## src/common/mcu_io_pkg.sv

```systemverilog
package mcu_io_pkg;

    // bank sizes
    localparam int NUM_REGS        = 16;
    localparam int NUM_DATA_INPUTS = 16;
    localparam int WORD_WIDTH      = 16;

    // apb byte address with word n at 4*n
    localparam int ADDR_WIDTH = 8;

    // word index; msb set selects the data input bank
    localparam int INDEX_WIDTH = 5;
    // index bits below the bank select
    localparam int SEL_WIDTH   = 4;

    // output register slots
    localparam int REG_LED       = 0;
    localparam int REG_ANMUX     = 1;
    localparam int REG_UART_DATA = 8;
    localparam int REG_UART_LOAD = 9;

    // data input slots
    localparam int DIN_UART_BUSY = 0;
    localparam int DIN_KEYS      = 1;

    // dg408 analog mux control word
    // raw for host access, f for the pin decode
    typedef union packed {
        logic [WORD_WIDTH-1:0] raw;
        struct packed {
            logic [WORD_WIDTH-5:0] rsvd;
            logic                  en;
            logic [2:0]            a;
        } f;
    } anmux_word_u;

endpackage

```

## src/common/uart_pkg.sv

```systemverilog
package uart_pkg;

    // 8N1 framing
    localparam int DATA_BITS  = 8;
    // start + data + stop
    localparam int FRAME_BITS = DATA_BITS + 2;

    // sample tick at 4x the bit rate
    localparam int SAMPLES_PER_BIT = 4;
    // 50 MHz / 108 / 4 gives roughly 115200 bit/s
    localparam int CLKS_PER_SAMPLE = 108;
    localparam int CLKS_PER_BIT    = CLKS_PER_SAMPLE * SAMPLES_PER_BIT;

    // counter widths for the transmitter
    localparam int DIV_WIDTH    = $clog2(CLKS_PER_SAMPLE);
    localparam int SAMPLE_WIDTH = $clog2(SAMPLES_PER_BIT);
    localparam int BITCNT_WIDTH = $clog2(FRAME_BITS);

endpackage

```

## src/common/reg_access_if.sv

```systemverilog
`timescale 1ns/1ps

interface reg_access_if;

    // request side from the bus bridge
    logic                               acc_valid;
    logic                               acc_write;
    logic [mcu_io_pkg::INDEX_WIDTH-1:0] acc_index;
    logic [mcu_io_pkg::WORD_WIDTH-1:0]  acc_wdata;

    // combinational response on acc_index
    logic [mcu_io_pkg::WORD_WIDTH-1:0]  acc_rdata;
    // write into the read-only bank
    logic                               acc_err;

    modport bridge (
        output acc_valid, acc_write, acc_index, acc_wdata,
        input  acc_rdata, acc_err
    );

    modport regs (
        input  acc_valid, acc_write, acc_index, acc_wdata,
        output acc_rdata, acc_err
    );

endinterface

```

## src/hdl/apb_bridge.sv

```systemverilog
`timescale 1ns/1ps

module apb_bridge (
    input  logic                              clk50m,
    input  logic                              rst,
    input  logic                              psel,
    input  logic                              penable,
    input  logic                              pwrite,
    input  logic [mcu_io_pkg::ADDR_WIDTH-1:0] paddr,
    input  logic [mcu_io_pkg::WORD_WIDTH-1:0] pwdata,
    output logic [mcu_io_pkg::WORD_WIDTH-1:0] prdata,
    output logic                              pready,
    output logic                              pslverr,
    reg_access_if.bridge                      acc
);

    // high during the second access cycle
    logic done_q;
    // first access cycle of a transfer
    logic access_start;
    // address outside the map or not word aligned
    logic addr_bad;

    assign access_start = psel & penable & ~done_q;

    // bits above the word index and the byte lanes must be clear
    assign addr_bad = (|paddr[mcu_io_pkg::ADDR_WIDTH-1:mcu_io_pkg::INDEX_WIDTH+2])
                    | (|paddr[1:0]);

    // request toward the register bank
    assign acc.acc_valid = access_start & ~addr_bad;
    assign acc.acc_write = pwrite;
    assign acc.acc_index = paddr[mcu_io_pkg::INDEX_WIDTH+1:2];
    assign acc.acc_wdata = pwdata;

    // completion one cycle after the strobe
    assign pready = done_q;

    always_ff @(posedge clk50m) begin
        if (rst) begin
            done_q  <= 1'b0;
            pslverr <= 1'b0;
        end else if (done_q) begin
            // transfer completes this cycle
            done_q  <= 1'b0;
            pslverr <= 1'b0;
        end else if (access_start) begin
            done_q  <= 1'b1;
            // bad address or read-only write
            pslverr <= addr_bad | acc.acc_err;
        end
    end

    // read word captured alongside the strobe
    always_ff @(posedge clk50m) begin
        if (access_start) begin
            prdata <= acc.acc_rdata;
        end
    end

endmodule

```

## src/hdl/io_regfile.sv

```systemverilog
`timescale 1ns/1ps

module io_regfile (
    input  logic             clk50m,
    input  logic             rst,
    input  logic [1:0]       keys,
    input  logic             tx_busy,
    reg_access_if.regs       acc,
    output logic [7:0]       led,
    output logic             anmux_en,
    output logic [2:0]       anmux_a,
    output logic [7:0]       tx_data,
    output logic             tx_start
);

    // output register bank
    logic [mcu_io_pkg::WORD_WIDTH-1:0] regs_q [mcu_io_pkg::NUM_REGS];
    // data input bank, assembled from live signals
    logic [mcu_io_pkg::WORD_WIDTH-1:0] din [mcu_io_pkg::NUM_DATA_INPUTS];

    // slot within the selected bank
    logic [mcu_io_pkg::SEL_WIDTH-1:0] sel;
    // msb of the index picks the input bank
    logic                             in_bank;
    logic                             wr_en;
    logic                             load_hit;

    mcu_io_pkg::anmux_word_u anmux_w;

    assign sel     = acc.acc_index[mcu_io_pkg::SEL_WIDTH-1:0];
    assign in_bank = acc.acc_index[mcu_io_pkg::INDEX_WIDTH-1];

    // only the output bank is writable
    assign wr_en = acc.acc_valid & acc.acc_write & ~in_bank;

    // load register with bit 0 set kicks the transmitter
    assign load_hit = (sel == mcu_io_pkg::SEL_WIDTH'(mcu_io_pkg::REG_UART_LOAD))
                    & acc.acc_wdata[0];

    // writes into the input bank are flagged, not performed
    assign acc.acc_err = acc.acc_write & in_bank;

    // busy flag and keys with zeros elsewhere
    always_comb begin
        for (int i = 0; i < mcu_io_pkg::NUM_DATA_INPUTS; i++) begin
            din[i] = '0;
        end
        din[mcu_io_pkg::DIN_UART_BUSY] = mcu_io_pkg::WORD_WIDTH'(tx_busy);
        din[mcu_io_pkg::DIN_KEYS]      = mcu_io_pkg::WORD_WIDTH'(keys);
    end

    // read mux over both banks
    always_comb begin
        if (in_bank) begin
            acc.acc_rdata = din[sel];
        end else begin
            acc.acc_rdata = regs_q[sel];
        end
    end

    always_ff @(posedge clk50m) begin
        if (rst) begin
            for (int i = 0; i < mcu_io_pkg::NUM_REGS; i++) begin
                regs_q[i] <= '0;
            end
            tx_start <= 1'b0;
        end else begin
            // single cycle pulse by default
            tx_start <= 1'b0;
            if (wr_en) begin
                // load register also stored as written
                regs_q[sel] <= acc.acc_wdata;
                if (load_hit) begin
                    tx_start <= 1'b1;
                end
            end
        end
    end

    // led pins from the low byte
    assign led = regs_q[mcu_io_pkg::REG_LED][7:0];

    // mux word decoded through the field view
    always_comb begin
        anmux_w.raw = regs_q[mcu_io_pkg::REG_ANMUX];
    end
    assign anmux_en = anmux_w.f.en;
    assign anmux_a  = anmux_w.f.a;

    // transmit byte
    assign tx_data = regs_q[mcu_io_pkg::REG_UART_DATA][7:0];

endmodule

```

## src/uart/uart_tx.sv

```systemverilog
`timescale 1ns/1ps

module uart_tx (
    input  logic                           clk50m,
    input  logic                           rst,
    input  logic [uart_pkg::DATA_BITS-1:0] tx_data,
    input  logic                           tx_start,
    output logic                           tx_line,
    output logic                           tx_busy
);

    // clk50m cycles within one sample period
    logic [uart_pkg::DIV_WIDTH-1:0]    div_cnt;
    // sample ticks within one bit
    logic [uart_pkg::SAMPLE_WIDTH-1:0] samp_cnt;
    // bit currently on the line
    logic [uart_pkg::BITCNT_WIDTH-1:0] bit_cnt;
    // framed byte, lsb goes out first
    logic [uart_pkg::FRAME_BITS-1:0]   shift_q;

    logic tick;
    logic bit_end;
    logic last_bit;

    // 4x sample tick
    assign tick = (div_cnt == uart_pkg::DIV_WIDTH'(uart_pkg::CLKS_PER_SAMPLE - 1));
    // last tick of a bit period
    assign bit_end = tick
                   & (samp_cnt == uart_pkg::SAMPLE_WIDTH'(uart_pkg::SAMPLES_PER_BIT - 1));
    // stop bit on the line
    assign last_bit = (bit_cnt == uart_pkg::BITCNT_WIDTH'(uart_pkg::FRAME_BITS - 1));

    // idle high, start bit low as soon as the frame loads
    assign tx_line = shift_q[0];

    always_ff @(posedge clk50m) begin
        if (rst) begin
            tx_busy  <= 1'b0;
            shift_q  <= '1;
            div_cnt  <= '0;
            samp_cnt <= '0;
            bit_cnt  <= '0;
        end else if (!tx_busy) begin
            // start only accepted while idle
            if (tx_start) begin
                tx_busy  <= 1'b1;
                // stop, data, start
                shift_q  <= {1'b1, tx_data, 1'b0};
                // divider restarts at the start edge
                div_cnt  <= '0;
                samp_cnt <= '0;
                bit_cnt  <= '0;
            end
        end else begin
            if (tick) begin
                div_cnt  <= '0;
                samp_cnt <= samp_cnt + 1'b1;
            end else begin
                div_cnt <= div_cnt + 1'b1;
            end
            if (bit_end) begin
                // shift in ones so the line idles high after the stop bit
                shift_q <= {1'b1, shift_q[uart_pkg::FRAME_BITS-1:1]};
                if (last_bit) begin
                    tx_busy <= 1'b0;
                end else begin
                    bit_cnt <= bit_cnt + 1'b1;
                end
            end
        end
    end

endmodule

```

## src/hdl/mcu_io_top.sv

```systemverilog
`timescale 1ns/1ps

module mcu_io_top (
    input  logic                              clk50m,
    input  logic                              rst,

    // apb completer standing in for the cpu core
    input  logic                              psel,
    input  logic                              penable,
    input  logic                              pwrite,
    input  logic [mcu_io_pkg::ADDR_WIDTH-1:0] paddr,
    input  logic [mcu_io_pkg::WORD_WIDTH-1:0] pwdata,
    output logic [mcu_io_pkg::WORD_WIDTH-1:0] prdata,
    output logic                              pready,
    output logic                              pslverr,

    // board pins
    input  logic [1:0]                        KEY,
    output logic [7:0]                        LED,
    output logic [12:0]                       GPIO_2
);

    logic       anmux_en;
    logic [2:0] anmux_a;
    logic [7:0] tx_data;
    logic       tx_start;
    logic       tx_busy;
    logic       tx_line;

    reg_access_if acc_if ();

    apb_bridge i_apb_bridge (
        .clk50m  (clk50m),
        .rst     (rst),
        .psel    (psel),
        .penable (penable),
        .pwrite  (pwrite),
        .paddr   (paddr),
        .pwdata  (pwdata),
        .prdata  (prdata),
        .pready  (pready),
        .pslverr (pslverr),
        .acc     (acc_if.bridge)
    );

    io_regfile i_io_regfile (
        .clk50m   (clk50m),
        .rst      (rst),
        .keys     (KEY),
        .tx_busy  (tx_busy),
        .acc      (acc_if.regs),
        .led      (LED),
        .anmux_en (anmux_en),
        .anmux_a  (anmux_a),
        .tx_data  (tx_data),
        .tx_start (tx_start)
    );

    // 8N1 transmitter on the board clock
    uart_tx i_uart_tx (
        .clk50m   (clk50m),
        .rst      (rst),
        .tx_data  (tx_data),
        .tx_start (tx_start),
        .tx_line  (tx_line),
        .tx_busy  (tx_busy)
    );

    // dg408 pins on the 2x13 header
    // en on bit 3, a2 on bit 2, a1 and a0 swapped on bits 0 and 1
    assign GPIO_2[3] = anmux_en;
    assign GPIO_2[2] = anmux_a[2];
    assign GPIO_2[0] = anmux_a[1];
    assign GPIO_2[1] = anmux_a[0];

    // uart tx pin
    assign GPIO_2[11] = tx_line;

    // no other header functions
    assign GPIO_2[10:4] = '0;
    assign GPIO_2[12]   = 1'b0;

endmodule

```

## config.mk

```make
export PLATFORM = sky130hd
export DESIGN_NAME = mcu_io_top
export DESIGN_NICKNAME = d
export VERILOG_FILES = /design/src/common/mcu_io_pkg.sv /design/src/common/uart_pkg.sv /design/src/common/reg_access_if.sv /design/src/hdl/apb_bridge.sv /design/src/hdl/io_regfile.sv /design/src/uart/uart_tx.sv /design/src/hdl/mcu_io_top.sv
export SDC_FILE = /design/constraint.sdc
export NUM_CORES = 1
export LEC_CHECK = 0
export BUFFER_PORTS_ARGS = -buffer_cell sky130_fd_sc_hd__buf_4
export CORE_UTILIZATION = 47
export CTS_CLUSTER_DIAMETER = 30
export CTS_CLUSTER_SIZE = 8
export DETAILED_ROUTE_END_ITERATION = 6
export PLACE_DENSITY = 0.71
export SLEW_MARGIN = 20
export SYNTH_ARGS = -nofsm -noshare
export SYNTH_HDL_FRONTEND = slang
export SYNTH_SLANG_ARGS = --single-unit
```

## constraint.sdc

```tcl
create_clock -name clk50m -period 4.19 [get_ports clk50m]
set_input_delay 0.419 -clock clk50m [delete_from_list [all_inputs] [get_ports clk50m]]
set_output_delay 0.419 -clock clk50m [all_outputs]
set_load 0.05 [all_outputs]
```

[After elaboration in Yosys (flattened, before gate mapping)]
Memories as Yosys holds them, arrays and structs flattened.
Index checks and enable logic that the tools add are counted.
Storage, ports and cells
  memories: 1
  output and inout bits: 39
  logic and storage cells: 75
  RAM bits: 256
  register bits: 43
Operators by class
  $lt $le $gt $ge: 1
  reduce and logical (&&, ||, !) cells: 8
  eq/ne operators: 7
  bitwise logic cells: 15
  muxes and demuxes: 31
  add/subtract/negate cells: 3
Memory list
  i_io_regfile.regs_q: words 16, width 16, read ports 4, clocked after memory_dff 0, wr ports 16, line io_regfile.sv:17  | logic [mcu_io_pkg::WORD_WIDTH-1:0] regs_q [mcu_io_pkg::NUM_REGS];
Operators by type and width (number)
  16-bit binary-select mux with 4-bit select: 1
  16-bit two-way mux: 4
  10-bit two-way mux: 3
  7-bit two-way mux: 3
  4-bit two-way mux: 5
  16-bit OR reduction: 1
  1-bit two-way mux: 12
  1-bit AND: 8
  4-bit == test, second input constant: 2
  7-bit by 1-bit adder with 7-bit output, second input constant: 1
  7-bit == test, second input constant: 1
  2-bit two-way mux: 3
  2-bit != test, second input constant: 3
  2-bit OR reduction: 3
  5-bit greater-or-equal comparator, second input constant: 1
  4-bit NOT with 5-bit output: 1
  4-bit by 1-bit adder with 4-bit output, second input constant: 1
  1-bit NOT: 4
  2-bit AND reduction: 2
  3-bit AND reduction: 1
  2-bit by 1-bit adder with 2-bit output, second input constant: 1
  2-bit == test, second input constant: 1
  1-bit bitwise OR: 2
  2-bit nonzero test: 1

[Longest topological paths before layout]
Gate-level depths: netlist of run 1.
  depth in word-level cells: 11
  depth in mapped cells: 6
  gate-level depth less buffers: 6

[Modules after synthesis]
From an unflattened synthesis of run 1, not the netlist that was laid out.
Unflattened totals
  cells, all modules: 950
  area, all modules: 14148.6 µm²
Modules (own cells, without submodules)
  io_regfile: cells each 760, area each 12085.3 µm², times used 1
  uart_tx: cells each 131, area each 1233.7 µm², times used 1
  apb_bridge: cells each 48, area each 750.7 µm², times used 1
  mcu_io_top: cells each 11, area each 78.8 µm², times used 1

[Least setup slack after synthesis of run 1]
OpenSTA, ideal clock, no wires.
  kind: register to register
  from: register i_apb_bridge.done_q, in the netlist i_apb_bridge.pready
  to: memory i_io_regfile.regs_q[12][0] in the netlist's numbering, enable pin
  path slack: 1.979 ns
  cell stages (with the launch flop): 6
  setup time: 0.334 ns
  data arrival time: 1.877 ns
  clock period less this slack: 2.211 ns
  cells stage by stage: dfxtp_1 -> and3b_1 -> buf_2 -> nand4_1 -> nor2_1 -> or2_2
RTL lines
  from (decl): line apb_bridge.sv:18  | logic done_q;
  from (signal assigned): line apb_bridge.sv:41  | done_q <= 1'b0;
  from (signal assigned): line apb_bridge.sv:45  | done_q <= 1'b0;
  from (signal assigned): line apb_bridge.sv:48  | done_q <= 1'b1;
  to (decl): line io_regfile.sv:17

==> results.md, run 1 <==
- Post-synth top area cell: sky130_fd_sc_hd__edfxtp_1
- Relative contribution of combinational cells to total power: 5.4%
- Maximum number of pins on one net before global-route repair: 50
- Number of buffers inserted to repair setup after CTS: 0
- FMAX: 346 MHz
- Quantity of I/O buffers inserted on ports: 61
- Avg Inst Size Synth: 15.1 µm²
- Vias in the first global route: 7752
- Final critical path time including I/O delays and setup: 2.89 ns
- Max stage delay on crit path: 0.83 ns
- Fin nets: 1001
- Static leakage power: 5.97 nW
- Total vias in the final route: 7644
- Hold_buf cts: 0
- Insertion delay of the later-clocked pin in the worst-skew pair: 0.57 ns
- Core area: 28200 µm²
- Fraction of registers with async set/reset: 0%
- Global Route Usage Sum: 21.1%
- Arrival time of data at the critical path endpoint: 3.09 ns
- Die span in x: 172 µm
- Overall power consumption: 8.09 mW
- H-tree depth reported by CTS: 2
- Number of buffers added by the clock tree synthesis step: 59
- Dominant synthesized flop cell: sky130_fd_sc_hd__edfxtp_1
- Die outline height: 172 µm
- Global-route wire length before repair: 46200 µm
- Layout cell share with drive strength beyond 1: 25.8%
- Leading cell type by number of instances after synthesis: sky130_fd_sc_hd__edfxtp_1
- Critical path endpoint category: register
- EDFF count, synth: 272
- Sinks on Clock Net: 298
- CP startpoint kind: register
- PD cells: 502 nW/µm²
- CTS clock-pin slew for the worst setup and hold paths: 0.05 ns
- Synthesis-to-finish area growth: 18.3%
- Antenna-violating nets left: 0
- Required arrival time at the worst endpoint: 4.39 ns
- Peak ir drop on the vdd network: 293 µV
- Remaining global-route overflow: 0
- Cells along the critical path: and3b_1 > buf_4 > nand4_1 > nor3_2 > or2_2
- Most numerous cell types in the synthesized netlist: sky130_fd_sc_hd__edfxtp_1, sky130_fd_sc_hd__and2_1, sky130_fd_sc_hd__mux4_2
- Relative max-transition margin: 33.3%
- Violation count after the first detailed-route iteration: 603
- Synthesized area: 13600 µm²
- Share of total power consumed by net switching: 22.3%
- Number of top-level pins: 70
- Total negative slack for setup checks: 0 ns
- Synth area leaders: sky130_fd_sc_hd__edfxtp_1, sky130_fd_sc_hd__and2_1, sky130_fd_sc_hd__mux4_2
- Placer congestion estimate: 0.772
- Max Clock Skew: 0.0282 ns
- Count of instances resized after the clock tree is built: 0
- Count of buffer and inverter cells on the critical path: 1
- Class of the tightest hold or removal check: input port to register
- Sum of net half-perimeters after detailed placement: 18200 µm
- Worst Path Max Fanout: 22
- Max-Cap Viols: 0
- CP max-delay cell: sky130_fd_sc_hd__nor3_2
- Yosys warning count: 0
- Delay-heaviest family, CP: simple AND/OR/NAND/NOR gates
- Post-detailed-route wirelength per cell: 21.7 µm
- Count of mapped cells out of synthesis: 904
- Floorplan die area: 29600 µm²
- Sequential share of power: 41.9%
- Number of synthesized register bits: 298
- Portion of the post-synthesis area used by sequential elements: 63.8%
- Max Root-Sink Buffers: 3
- Antenna fix cells: 0
- Run status: finished, final reports clean
- Avg Vias per Cell: 5.50
- Top-area cell type share of the netlist area: 60.0%
- Max-slew violations: 0
- Number of failing setup endpoints in the final timing report: 0
- Root buf cell: sky130_fd_sc_hd__clkbuf_16
- Post-route DRC violation count: 0
- Number of placement rows: 61
- Setup repair after global routing missed its margin: no
- Least-Margin Pin Slew: 0.995 ns
- Post-synthesis cell type count: 43
- Final clock period utilization by the worst path: 69.0%
- Count of endpoints failing hold in the final timing report: 0
- TritonCTS clock tree: built
- Portion of total power attributed to the clock network: 52.7%
- Number of antenna violations at the first check in global routing: 0
- Final WL: 30100 µm
- Initial standard-cell utilization of the core: 48.3%
- Total internal power: 6.29 mW
- Class of the most critical setup path: register to register
- Initial DRT Pass Iterations: 7
- Sw Pwr: 1.80 mW
[final timing paths]
path | slack [ns] | to | cells past startpoint | start
hold reg to reg | 0.45 | i_apb_bridge.pslverr | 1 | i_apb_bridge.pready
setup reg to reg | 1.30 | i_io_regfile.regs_q[0][11] | 5 | i_apb_bridge.pready
hold / removal | 0.21 | i_apb_bridge.pslverr | 3 | penable
setup / recovery | 1.30 | i_io_regfile.regs_q[0][11] | 5 | i_apb_bridge.pready
[cell usage in the layout (no fill, tap or decap), types with 8 or more instances in the layout]
master | Yosys | layout
sky130_fd_sc_hd__edfxtp_1 | 272 | 272
sky130_fd_sc_hd__nand2b_1 | 16 | 16
sky130_fd_sc_hd__or2_2 | 18 | 18
sky130_fd_sc_hd__conb_1 | 1 | 8
sky130_fd_sc_hd__clkbuf_1 | 33 | 9
sky130_fd_sc_hd__a21oi_1 | 9 | 9
sky130_fd_sc_hd__clkbuf_16 | 0 | 59
sky130_fd_sc_hd__clkinv_1 | 0 | 11
sky130_fd_sc_hd__clkinv_2 | 0 | 9
sky130_fd_sc_hd__dfxtp_1 | 26 | 26
sky130_fd_sc_hd__buf_4 | 27 | 77
sky130_fd_sc_hd__mux2i_1 | 42 | 42
sky130_fd_sc_hd__nor2_1 | 24 | 24
sky130_fd_sc_hd__mux4_2 | 64 | 64
sky130_fd_sc_hd__and2_1 | 259 | 259
sky130_fd_sc_hd__o22ai_1 | 15 | 15
[flip-flops by register name, indices dropped and copies added, names as in the netlist]
register               cells
i_io_regfile.tx_start      1
i_uart_tx.bit_cnt          4
i_uart_tx.shift_q          9
i_apb_bridge.prdata       16
i_apb_bridge.pready        1
i_uart_tx.div_cnt          7
i_uart_tx.tx_busy          1
i_io_regfile.regs_q      256
i_apb_bridge.pslverr       1
i_uart_tx.samp_cnt         2
[through the flow]
| stage | cell area, µm² | hold slack [ns] | setup WS [ns] | cells | util (%) |
|---|---|---|---|---|---|
| 6_report | 16100 | 0.208 | 1.30 | 1389 | 57.2 |
| 5_1_grt | 16100 | 0.211 | 1.12 | 1389 | 57.2 |
| 4_1_cts | 16100 | 0.186 | 1.26 | 1389 | 57.2 |
| 3_5_place_dp | 14300 | 0.446 | 1.11 | 1283 | 50.6 |
| 3_3_place_gp | 14300 | 0.432 | 1.18 | 1283 | 50.6 |
| 2_1_floorplan | 13600 | 0.438 | 1.98 | 911 | - |
[power groups by stage]
| stage | Clock (mW) | Sequential [mW] | Combinational (mW) |
|---|---|---|---|
| final | 4.26 | 3.39 | 0.439 |
| after global routing | 4.45 | 3.39 | 0.466 |
| after CTS | 4.30 | 3.39 | 0.447 |
| after detailed placement | 0 | 3.44 | 0.446 |
| after global placement | 0 | 3.44 | 0.441 |
| after floorplan | 0 | 3.45 | 0.286 |
[cell families (layout without fill, tap and decap cells)]
family          count (synthesis)  count (layout)  synth area share, %
simple gates                  354             354                 15.9
fa+ha+maj                       4               4                0.368
mux                           113             113                 14.3
flops                         298             298                 63.8
other cells                     1               8               0.0276
buf+inv                        88             188                 3.38
compound gates                 46              46                 2.17
[metal layers]
metal  vias up  global-route usage, %  part of all wire (%)
met5         -                      0                     0
met4         0                   6.43                   2.3
met3        54                   3.52                   6.1
met2       269                   34.6                    48
met1      3880                   28.9                    43
li1       3441                      -                     -
[final cells by class]
| cell class | instances | area, µm² |
|---|---|---|
| inverters | 4 | 15.0 |
| multi-input cells | 525 | 4490 |
| clock buffers | 70 | 1540 |
| clock inverters | 36 | 298 |
| well taps | 378 | 473 |
| fillers | 2097 | 12100 |
| repair buffers | 78 | 598 |
| flip-flops and latches | 298 | 8690 |
[worst reg2reg max path, delay by kind of cell, from the launching register on]
family	cells	cell delay [ns]
buffers and inverters	1	0.30
flip-flops	1	0.31
AND/OR/NAND/NOR	4	1.93
Note: power is estimated with default switching activity, not from simulation.
==> run 2: changes to the inputs <==
--- a/config.mk
+++ b/config.mk
@@ -5,6 +5,7 @@
 export SDC_FILE = /design/constraint.sdc
 export NUM_CORES = 1
 export LEC_CHECK = 0
+export ABC_AREA = 1
 export BUFFER_PORTS_ARGS = -buffer_cell sky130_fd_sc_hd__buf_4
 export CORE_UTILIZATION = 47
 export CTS_CLUSTER_DIAMETER = 30
==> constraint.sdc (replaced) <==
create_clock -name clk50m -period 2.85 [get_ports clk50m]
set_input_delay 0.285 -clock clk50m [delete_from_list [all_inputs] [get_ports clk50m]]
set_output_delay 0.285 -clock clk50m [all_outputs]
set_load 0.05 [all_outputs]
==> results.md, run 2 <==
- Number of top-level pins: 70
- EDFF count, synth: 272
- Count of buffer and inverter cells on the critical path: 1
- FMAX: 467 MHz
- Met1 demand-to-capacity share in global routing: 33.3%
- Fraction of registers with async set/reset: 0%
- Max-Cap Viols: 0
- H-tree depth reported by CTS: 2
- Sinks on Clock Net: 298
- Max Root-Sink Buffers: 3
- Fin nets: 1512
- Sum of net half-perimeters after detailed placement: 23800 µm
- Avg Vias per Cell: 5.49
- Max stage delay on crit path: 0.41 ns
- Delay-heaviest family, CP: simple AND/OR/NAND/NOR gates
- Die outline height: 172 µm
- GRT met2 Usage: 44.8%
- Synth area leaders: sky130_fd_sc_hd__edfxtp_1, sky130_fd_sc_hd__nand2_1, sky130_fd_sc_hd__nor2_1
- Total negative slack for setup checks: 0 ns
- Peak ir drop on the vdd network: 511 µV
- Violation count after the first detailed-route iteration: 1311
- Maximum number of pins on one net before global-route repair: 31
- Relative contribution of combinational cells to total power: 6.0%
- Final critical path time including I/O delays and setup: 2.14 ns
- Number of buffers added by the clock tree synthesis step: 60
- Required arrival time at the worst endpoint: 3.28 ns
- Crit-path most repeated cell: sky130_fd_sc_hd__nand2_1
- Dominant synthesized flop cell: sky130_fd_sc_hd__edfxtp_1
- Top-area cell type share of the netlist area: 60.3%
- Sw Pwr: 2.86 mW
- Total vias in the final route: 10400
- Cell area after layout: 16500 µm²
- Count of mapped cells out of synthesis: 1387
- Most frequent cells in the layout: sky130_fd_sc_hd__nand2_1, sky130_fd_sc_hd__nor2_1, sky130_fd_sc_hd__edfxtp_1
- Post-detailed-route wirelength per cell: 20.2 µm
- Final clock period utilization by the worst path: 75.1%
- Post-synth top area cell: sky130_fd_sc_hd__edfxtp_1
- Least-Margin Pin Slew: 0.915 ns
- Number of synthesized register bits: 298
- Portion of total power attributed to the clock network: 54.9%
- Die span in x: 172 µm
- Avg Inst Size Synth: 9.76 µm²
- Global-route wire length before repair: 58000 µm
- TritonCTS clock tree: built
- Class of the tightest hold or removal check: input port to register
- Flip-flop count of the largest register, all copies and words added: 256
- Max Clock Skew: 0.0316 ns
- Vias in the first global route: 10200
- Final WL: 38400 µm
- Sequential share of power: 39.2%
- Post-route DRC violation count: 0
- Total internal power: 9.85 mW
- Layout cell share with drive strength beyond 1: 15.9%
- Synthesized area: 13500 µm²
- Share of total power consumed by net switching: 22.5%
- Antenna-violating nets left: 0
- Antenna fix cells: 0
- Initial DRT Pass Iterations: 7
- Quantity of I/O buffers inserted on ports: 61
- Static leakage power: 7.00 nW
- Remaining global-route overflow: 0
- CP startpoint kind: register
- Number of failing setup endpoints in the final timing report: 0
- Yosys warning count: 0
- Count of endpoints failing hold in the final timing report: 0
- Worst Path Max Fanout: 15
- Root buf cell: sky130_fd_sc_hd__clkbuf_16
- Register with the highest flop count: i_io_regfile.regs_q
- Met3 layer usage reported by global route: 5.98%
- Insertion delay of the later-clocked pin in the worst-skew pair: 0.57 ns
- Synthesis-to-finish area growth: 21.6%
- Run status: finished, final reports clean
- Floorplan die area: 29500 µm²
- CP max-delay cell: sky130_fd_sc_hd__nand2_1
- CTS clock-pin slew for the worst setup and hold paths: 0.05 ns
- Number of antenna violations at the first check in global routing: 0
- Most numerous cell types in the synthesized netlist: sky130_fd_sc_hd__nand2_1, sky130_fd_sc_hd__nor2_1, sky130_fd_sc_hd__edfxtp_1
- Relative max-transition margin: 38.9%
- Placer congestion estimate: 0.937
- Cells along the critical path: ha_1 > nand2_1 > nor3_1 > nand3_1 > nand2_1 > inv_1 > nand2_1 > nand3_1
- Number of placement rows: 61
- Top Registers: i_io_regfile.regs_q x256, i_apb_bridge.prdata x16, i_uart_tx.shift_q x9
- Initial standard-cell utilization of the core: 48.2%
- Max-slew violations: 0
- Total cell area at the placement stage: 14400 µm²
- Post-synthesis cell type count: 32
- Global route hottest layer: met2
- Class of the most critical setup path: register to register
- Setup repair after global routing missed its margin: no
- Global Route Usage Sum: 26.6%
- Portion of the post-synthesis area used by sequential elements: 64.2%
- PD cells: 772 nW/µm²
- Critical path endpoint category: register
- Leading cell type by number of instances after synthesis: sky130_fd_sc_hd__nand2_1
- Core area: 28100 µm²
- Most frequent standard cell in the layout excluding fill and tap cells: sky130_fd_sc_hd__nand2_1
- Arrival time of data at the critical path endpoint: 2.57 ns
==> run 2: through the flow <==
stage | instances | util [%] | hold slack (ns) | power, mW | setup WS, ns
global route | 1903 | 58.6 | 0.0149 | 13.0 | 0.562
detailed placement | 1792 | 51.3 | 0.444 | 5.80 | 0.635
CTS | 1903 | 58.6 | 0.00269 | 12.7 | 0.712
floorplan | 1394 | - | 0.428 | 5.49 | 0.348
global placement | 1792 | 51.3 | 0.438 | 5.78 | 0.684
finish | 1903 | 58.6 | 0.0152 | 12.7 | 0.710
==> run 2: final cells by class <==
| cell class | count | area (µm²) |
|---|---|---|
| clock buffer | 69 | 1590 |
| clock inverter | 41 | 449 |
| fill | 2265 | 11600 |
| inverter | 44 | 165 |
| multi-input combinational | 947 | 4120 |
| sequential | 298 | 8690 |
| tap | 378 | 473 |
| timing repair buffer | 126 | 986 |
==> run 2: final timing paths <==
kind,start,end,slack [ns],cells past startpoint
setup / recovery,i_uart_tx.div_cnt[0],i_uart_tx.shift_q[2],0.71,8
hold / removal,rst,i_uart_tx.div_cnt[1],0.02,2
setup reg to reg,i_uart_tx.div_cnt[0],i_uart_tx.shift_q[2],0.71,8
hold reg to reg,i_uart_tx.shift_q[7],i_uart_tx.shift_q[7],0.45,2
==> run 2: cell families (layout without fill, tap and decap cells) <==
| family | after synthesis | after routing | share of synthesized area, % |
|---|---|---|---|
| compound gates | 84 | 84 | 3.15 |
| xor+xnor | 1 | 1 | 0.0647 |
| fa+ha+maj | 4 | 4 | 0.370 |
| buf+inv | 149 | 280 | 5.76 |
| flops | 298 | 298 | 64.2 |
| other cells | 1 | 8 | 0.0277 |
| simple gates | 850 | 850 | 26.5 |
==> run 2: worst register-to-register path: stages (launching register included) <==
cell                      delay [ns]
sky130_fd_sc_hd__dfxtp_1        0.37
sky130_fd_sc_hd__ha_1           0.23
sky130_fd_sc_hd__nand2_1        0.07
sky130_fd_sc_hd__nor3_1         0.27
sky130_fd_sc_hd__nand3_1        0.20
sky130_fd_sc_hd__nand2_1        0.41
sky130_fd_sc_hd__inv_1          0.27
sky130_fd_sc_hd__nand2_1        0.12
sky130_fd_sc_hd__nand3_1        0.08
==> run 2: what timing repair did <==
item / in CTS / in global routing
hold buffers: 1 / 0
hold endpoints to repair: 1 / 0
setup buffers: 0 / 0
resized for setup: 0 / 0
endpoints found under the setup margin: 0 / 0
==> run 2: power by group through the flow <==
stage | clock network [mW] | registers (mW) | logic, mW
after floorplan | 0 | 5.07 | 0.418
after global placement | 0 | 5.05 | 0.728
after detailed placement | 0 | 5.06 | 0.739
after CTS | 7.00 | 4.98 | 0.747
after global routing | 7.23 | 4.99 | 0.805
final | 6.98 | 4.98 | 0.758
==> run 2: metal layers <==
| metal | share of wire, % | vias to the layer above |
|---|---|---|
| li1 | - | 4745 |
| met1 | 37 | 4979 |
| met2 | 48 | 612 |
| met3 | 11 | 106 |
| met4 | 3.5 | 0 |
| met5 | 0 | - |
==> run 3: changes to the inputs <==
--- a/config.mk
+++ b/config.mk
@@ -11,7 +11,7 @@
 export CTS_CLUSTER_DIAMETER = 30
 export CTS_CLUSTER_SIZE = 8
 export DETAILED_ROUTE_END_ITERATION = 6
-export PLACE_DENSITY = 0.71
+export PLACE_DENSITY = 0.73
 export SLEW_MARGIN = 20
 export SYNTH_ARGS = -nofsm -noshare
 export SYNTH_HDL_FRONTEND = slang
==> constraint.sdc (replaced) <==
create_clock -name clk50m -period 1.75 [get_ports clk50m]
set_input_delay 0.175 -clock clk50m [delete_from_list [all_inputs] [get_ports clk50m]]
set_output_delay 0.175 -clock clk50m [all_outputs]
set_load 0.05 [all_outputs]
==> results.md, run 3 (synthesis gave the netlist of run 2 again) <==
- Run status: finished, final reports clean
- Antenna-violating nets left: 0
- Number of standard cells in the final layout excluding fillers: 1922
- Setup repair after global routing missed its margin: yes
- Peak ir drop on the vdd network: 760 µV
- Flip-flop count of the largest register, all copies and words added: 256
- PD cells: 1180 nW/µm²
- Max-slew violations: 0
- Max Root-Sink Buffers: 3
- Total vias in the final route: 10600
- Class of the most critical setup path: register to register
- Post-place setup slack: -0.0625 ns
- Met3 wire len: 3410 µm
- TritonCTS clock tree: built
- FMAX: 573 MHz
- Count of endpoints failing hold in the final timing report: 0
- Placer congestion estimate: 0.913
- Top Registers: i_io_regfile.regs_q x256, i_apb_bridge.prdata x16, i_uart_tx.shift_q x9
- Die outline height: 172 µm
- Number of buffers added by the clock tree synthesis step: 58
- Worst reg-to-reg setup slack: 0.005 ns
- Remaining global-route overflow: 0
- Delay-heaviest family, CP: simple AND/OR/NAND/NOR gates
- Fin nets: 1536
- Floorplan die area: 29500 µm²
- Synthesis-to-finish area growth: 26.0%
- Worst Path Max Fanout: 8
- Total cell area at the placement stage: 14800 µm²
- Met1 WL: 13900 µm
- Final clock period utilization by the worst path: 99.7%
- Top routing layer in use: met4
- Arrival time of data at the critical path endpoint: 2.01 ns
- CP max-delay cell: sky130_fd_sc_hd__dfxtp_4
- H-tree depth reported by CTS: 2
- Post-route DRC violation count: 0
- Relative max-transition margin: 63.7%
- Global-route wire length before repair: 56500 µm
- Met2 Routed Length: 18400 µm
- Static leakage power: 7.19 nW
- Die span in x: 172 µm
- CTS clock-pin slew for the worst setup and hold paths: 0.05 ns
- Avg Vias per Cell: 5.52
- Number of failing setup endpoints in the final timing report: 0
- Final critical path time including I/O delays and setup: 1.74 ns
- Cell area after layout: 17100 µm²
- Sum of net half-perimeters after detailed placement: 22400 µm
- Layout cell share with drive strength beyond 1: 18.3%
- Core area: 28100 µm²
- End of the critical path: i_io_regfile.regs_q[7][2]
- Number of top-level pins: 70
- Register with the highest flop count: i_io_regfile.regs_q
- Number of placement rows: 61
- Post-detailed-route wirelength per cell: 19.6 µm
- Critical path endpoint category: register
- Quantity of I/O buffers inserted on ports: 61
- Global Route Usage Sum: 25.8%
- Final setup slack of the worst path: 0.00546 ns
- Sinks on Clock Net: 298
- Number of antenna violations at the first check in global routing: 0
- Max Clock Skew: 0.0206 ns
- Maximum number of pins on one net before global-route repair: 36
- Final WL: 37600 µm
- Critical R2R Capture: i_io_regfile.regs_q[7][2]
- Insertion delay of the later-clocked pin in the worst-skew pair: 0.57 ns
- Reg2reg start: i_apb_bridge.pready
- Placed Cells incl. Taps: 1803
- Vias in the first global route: 10700
- Required arrival time at the worst endpoint: 2.01 ns
- Max stage delay on crit path: 0.33 ns
- Most frequent cells in the layout: sky130_fd_sc_hd__nand2_1, sky130_fd_sc_hd__nor2_1, sky130_fd_sc_hd__edfxtp_1
- Cells along the critical path: nand3b_4 > nor4_4 > buf_6 > buf_16 > nand4_4 > nand2_4
- Number of cells on the worst reg-to-reg path: 6
- Class of the tightest hold or removal check: input port to register
- Violation count after the first detailed-route iteration: 1075
- Crit path launch: i_apb_bridge.pready
- CP startpoint kind: register
- Max-Cap Viols: 0
- Root buf cell: sky130_fd_sc_hd__clkbuf_16
- Most frequent standard cell in the layout excluding fill and tap cells: sky130_fd_sc_hd__nand2_1
- Initial DRT Pass Iterations: 6
- Count of buffer and inverter cells on the critical path: 2
- Least-Margin Pin Slew: 0.544 ns
- Initial standard-cell utilization of the core: 48.2%
- Logic depth of the worst path, buffers included: 6
- Antenna fix cells: 0
run 3: area by class of cell:
class	count	area (µm²)
Clock buffer	71	1620
Clock inverter	32	295
Fill cell	2150	11000
Inverter	44	165
Multi-Input combinational cell	952	4500
Sequential cell	298	8690
Tap cell	378	473
Timing Repair Buffer	147	1320
run 3: how the worst min path moves through the flow:
stage / slack (ns) / end / cells past startpoint / startpoint
after floorplan: 0.32 / i_apb_bridge.pslverr / 2 / pwrite
after detailed placement: 0.44 / i_uart_tx.shift_q[4] / 2 / i_uart_tx.shift_q[4]
after global routing: 0.08 / i_apb_bridge.prdata[0] / 5 / KEY[0]
after CTS: 0.02 / i_apb_bridge.prdata[0] / 5 / KEY[0]
after global placement: 0.44 / i_uart_tx.shift_q[2] / 2 / i_uart_tx.shift_q[2]
final: 0.04 / i_apb_bridge.prdata[0] / 5 / KEY[0]
run 3: worst reg2reg max path, cell delays in order, from the launching register on:
cell                       delay (ns)
sky130_fd_sc_hd__dfxtp_4         0.33
sky130_fd_sc_hd__nand3b_4        0.17
sky130_fd_sc_hd__nor4_4          0.17
sky130_fd_sc_hd__buf_6           0.20
sky130_fd_sc_hd__buf_16          0.18
sky130_fd_sc_hd__nand4_4         0.19
sky130_fd_sc_hd__nand2_4         0.21
run 3: per-stage QoR:
stage,setup TNS (ns),utilization [%],total power [mW],hold slack (ns)
2_1_floorplan,-111.10,-,8.98,0.321
4_1_cts,-0.219,60.0,20.0,0.0200
3_5_place_dp,-3.84,52.7,9.48,0.445
5_1_grt,-1.62,60.8,20.5,0.0789
3_3_place_gp,-0.0365,52.7,9.46,0.438
6_report,0,60.8,20.1,0.0410
run 3: repair_timing:
item / CTS / global route
cloned: 2 / 5
buffers inserted: 1 / 3
hold buffers: 5 / 0
endpoints found under the setup margin: 220 / 315
hold endpoints to repair: 11 / 0
pin swaps: 3 / 10
gates resized for setup: 9 / 22
run 3: per-layer routing:
| metal | vias to the layer above | global-route usage (%) |
|---|---|---|
| li1 | 4792 | - |
| met1 | 5055 | 30.2 |
| met2 | 622 | 44.1 |
| met3 | 131 | 4.81 |
| met4 | 0 | 15.4 |
| met5 | - | 0 |
run 3: power by group:
part           switching (mW)  leakage (nW)  internal (mW)
Sequential             0.0816          2.96           8.02
Combinational           0.977          3.29          0.362
Clock                    3.55         0.943           7.07
Total                    4.61          7.19           15.5
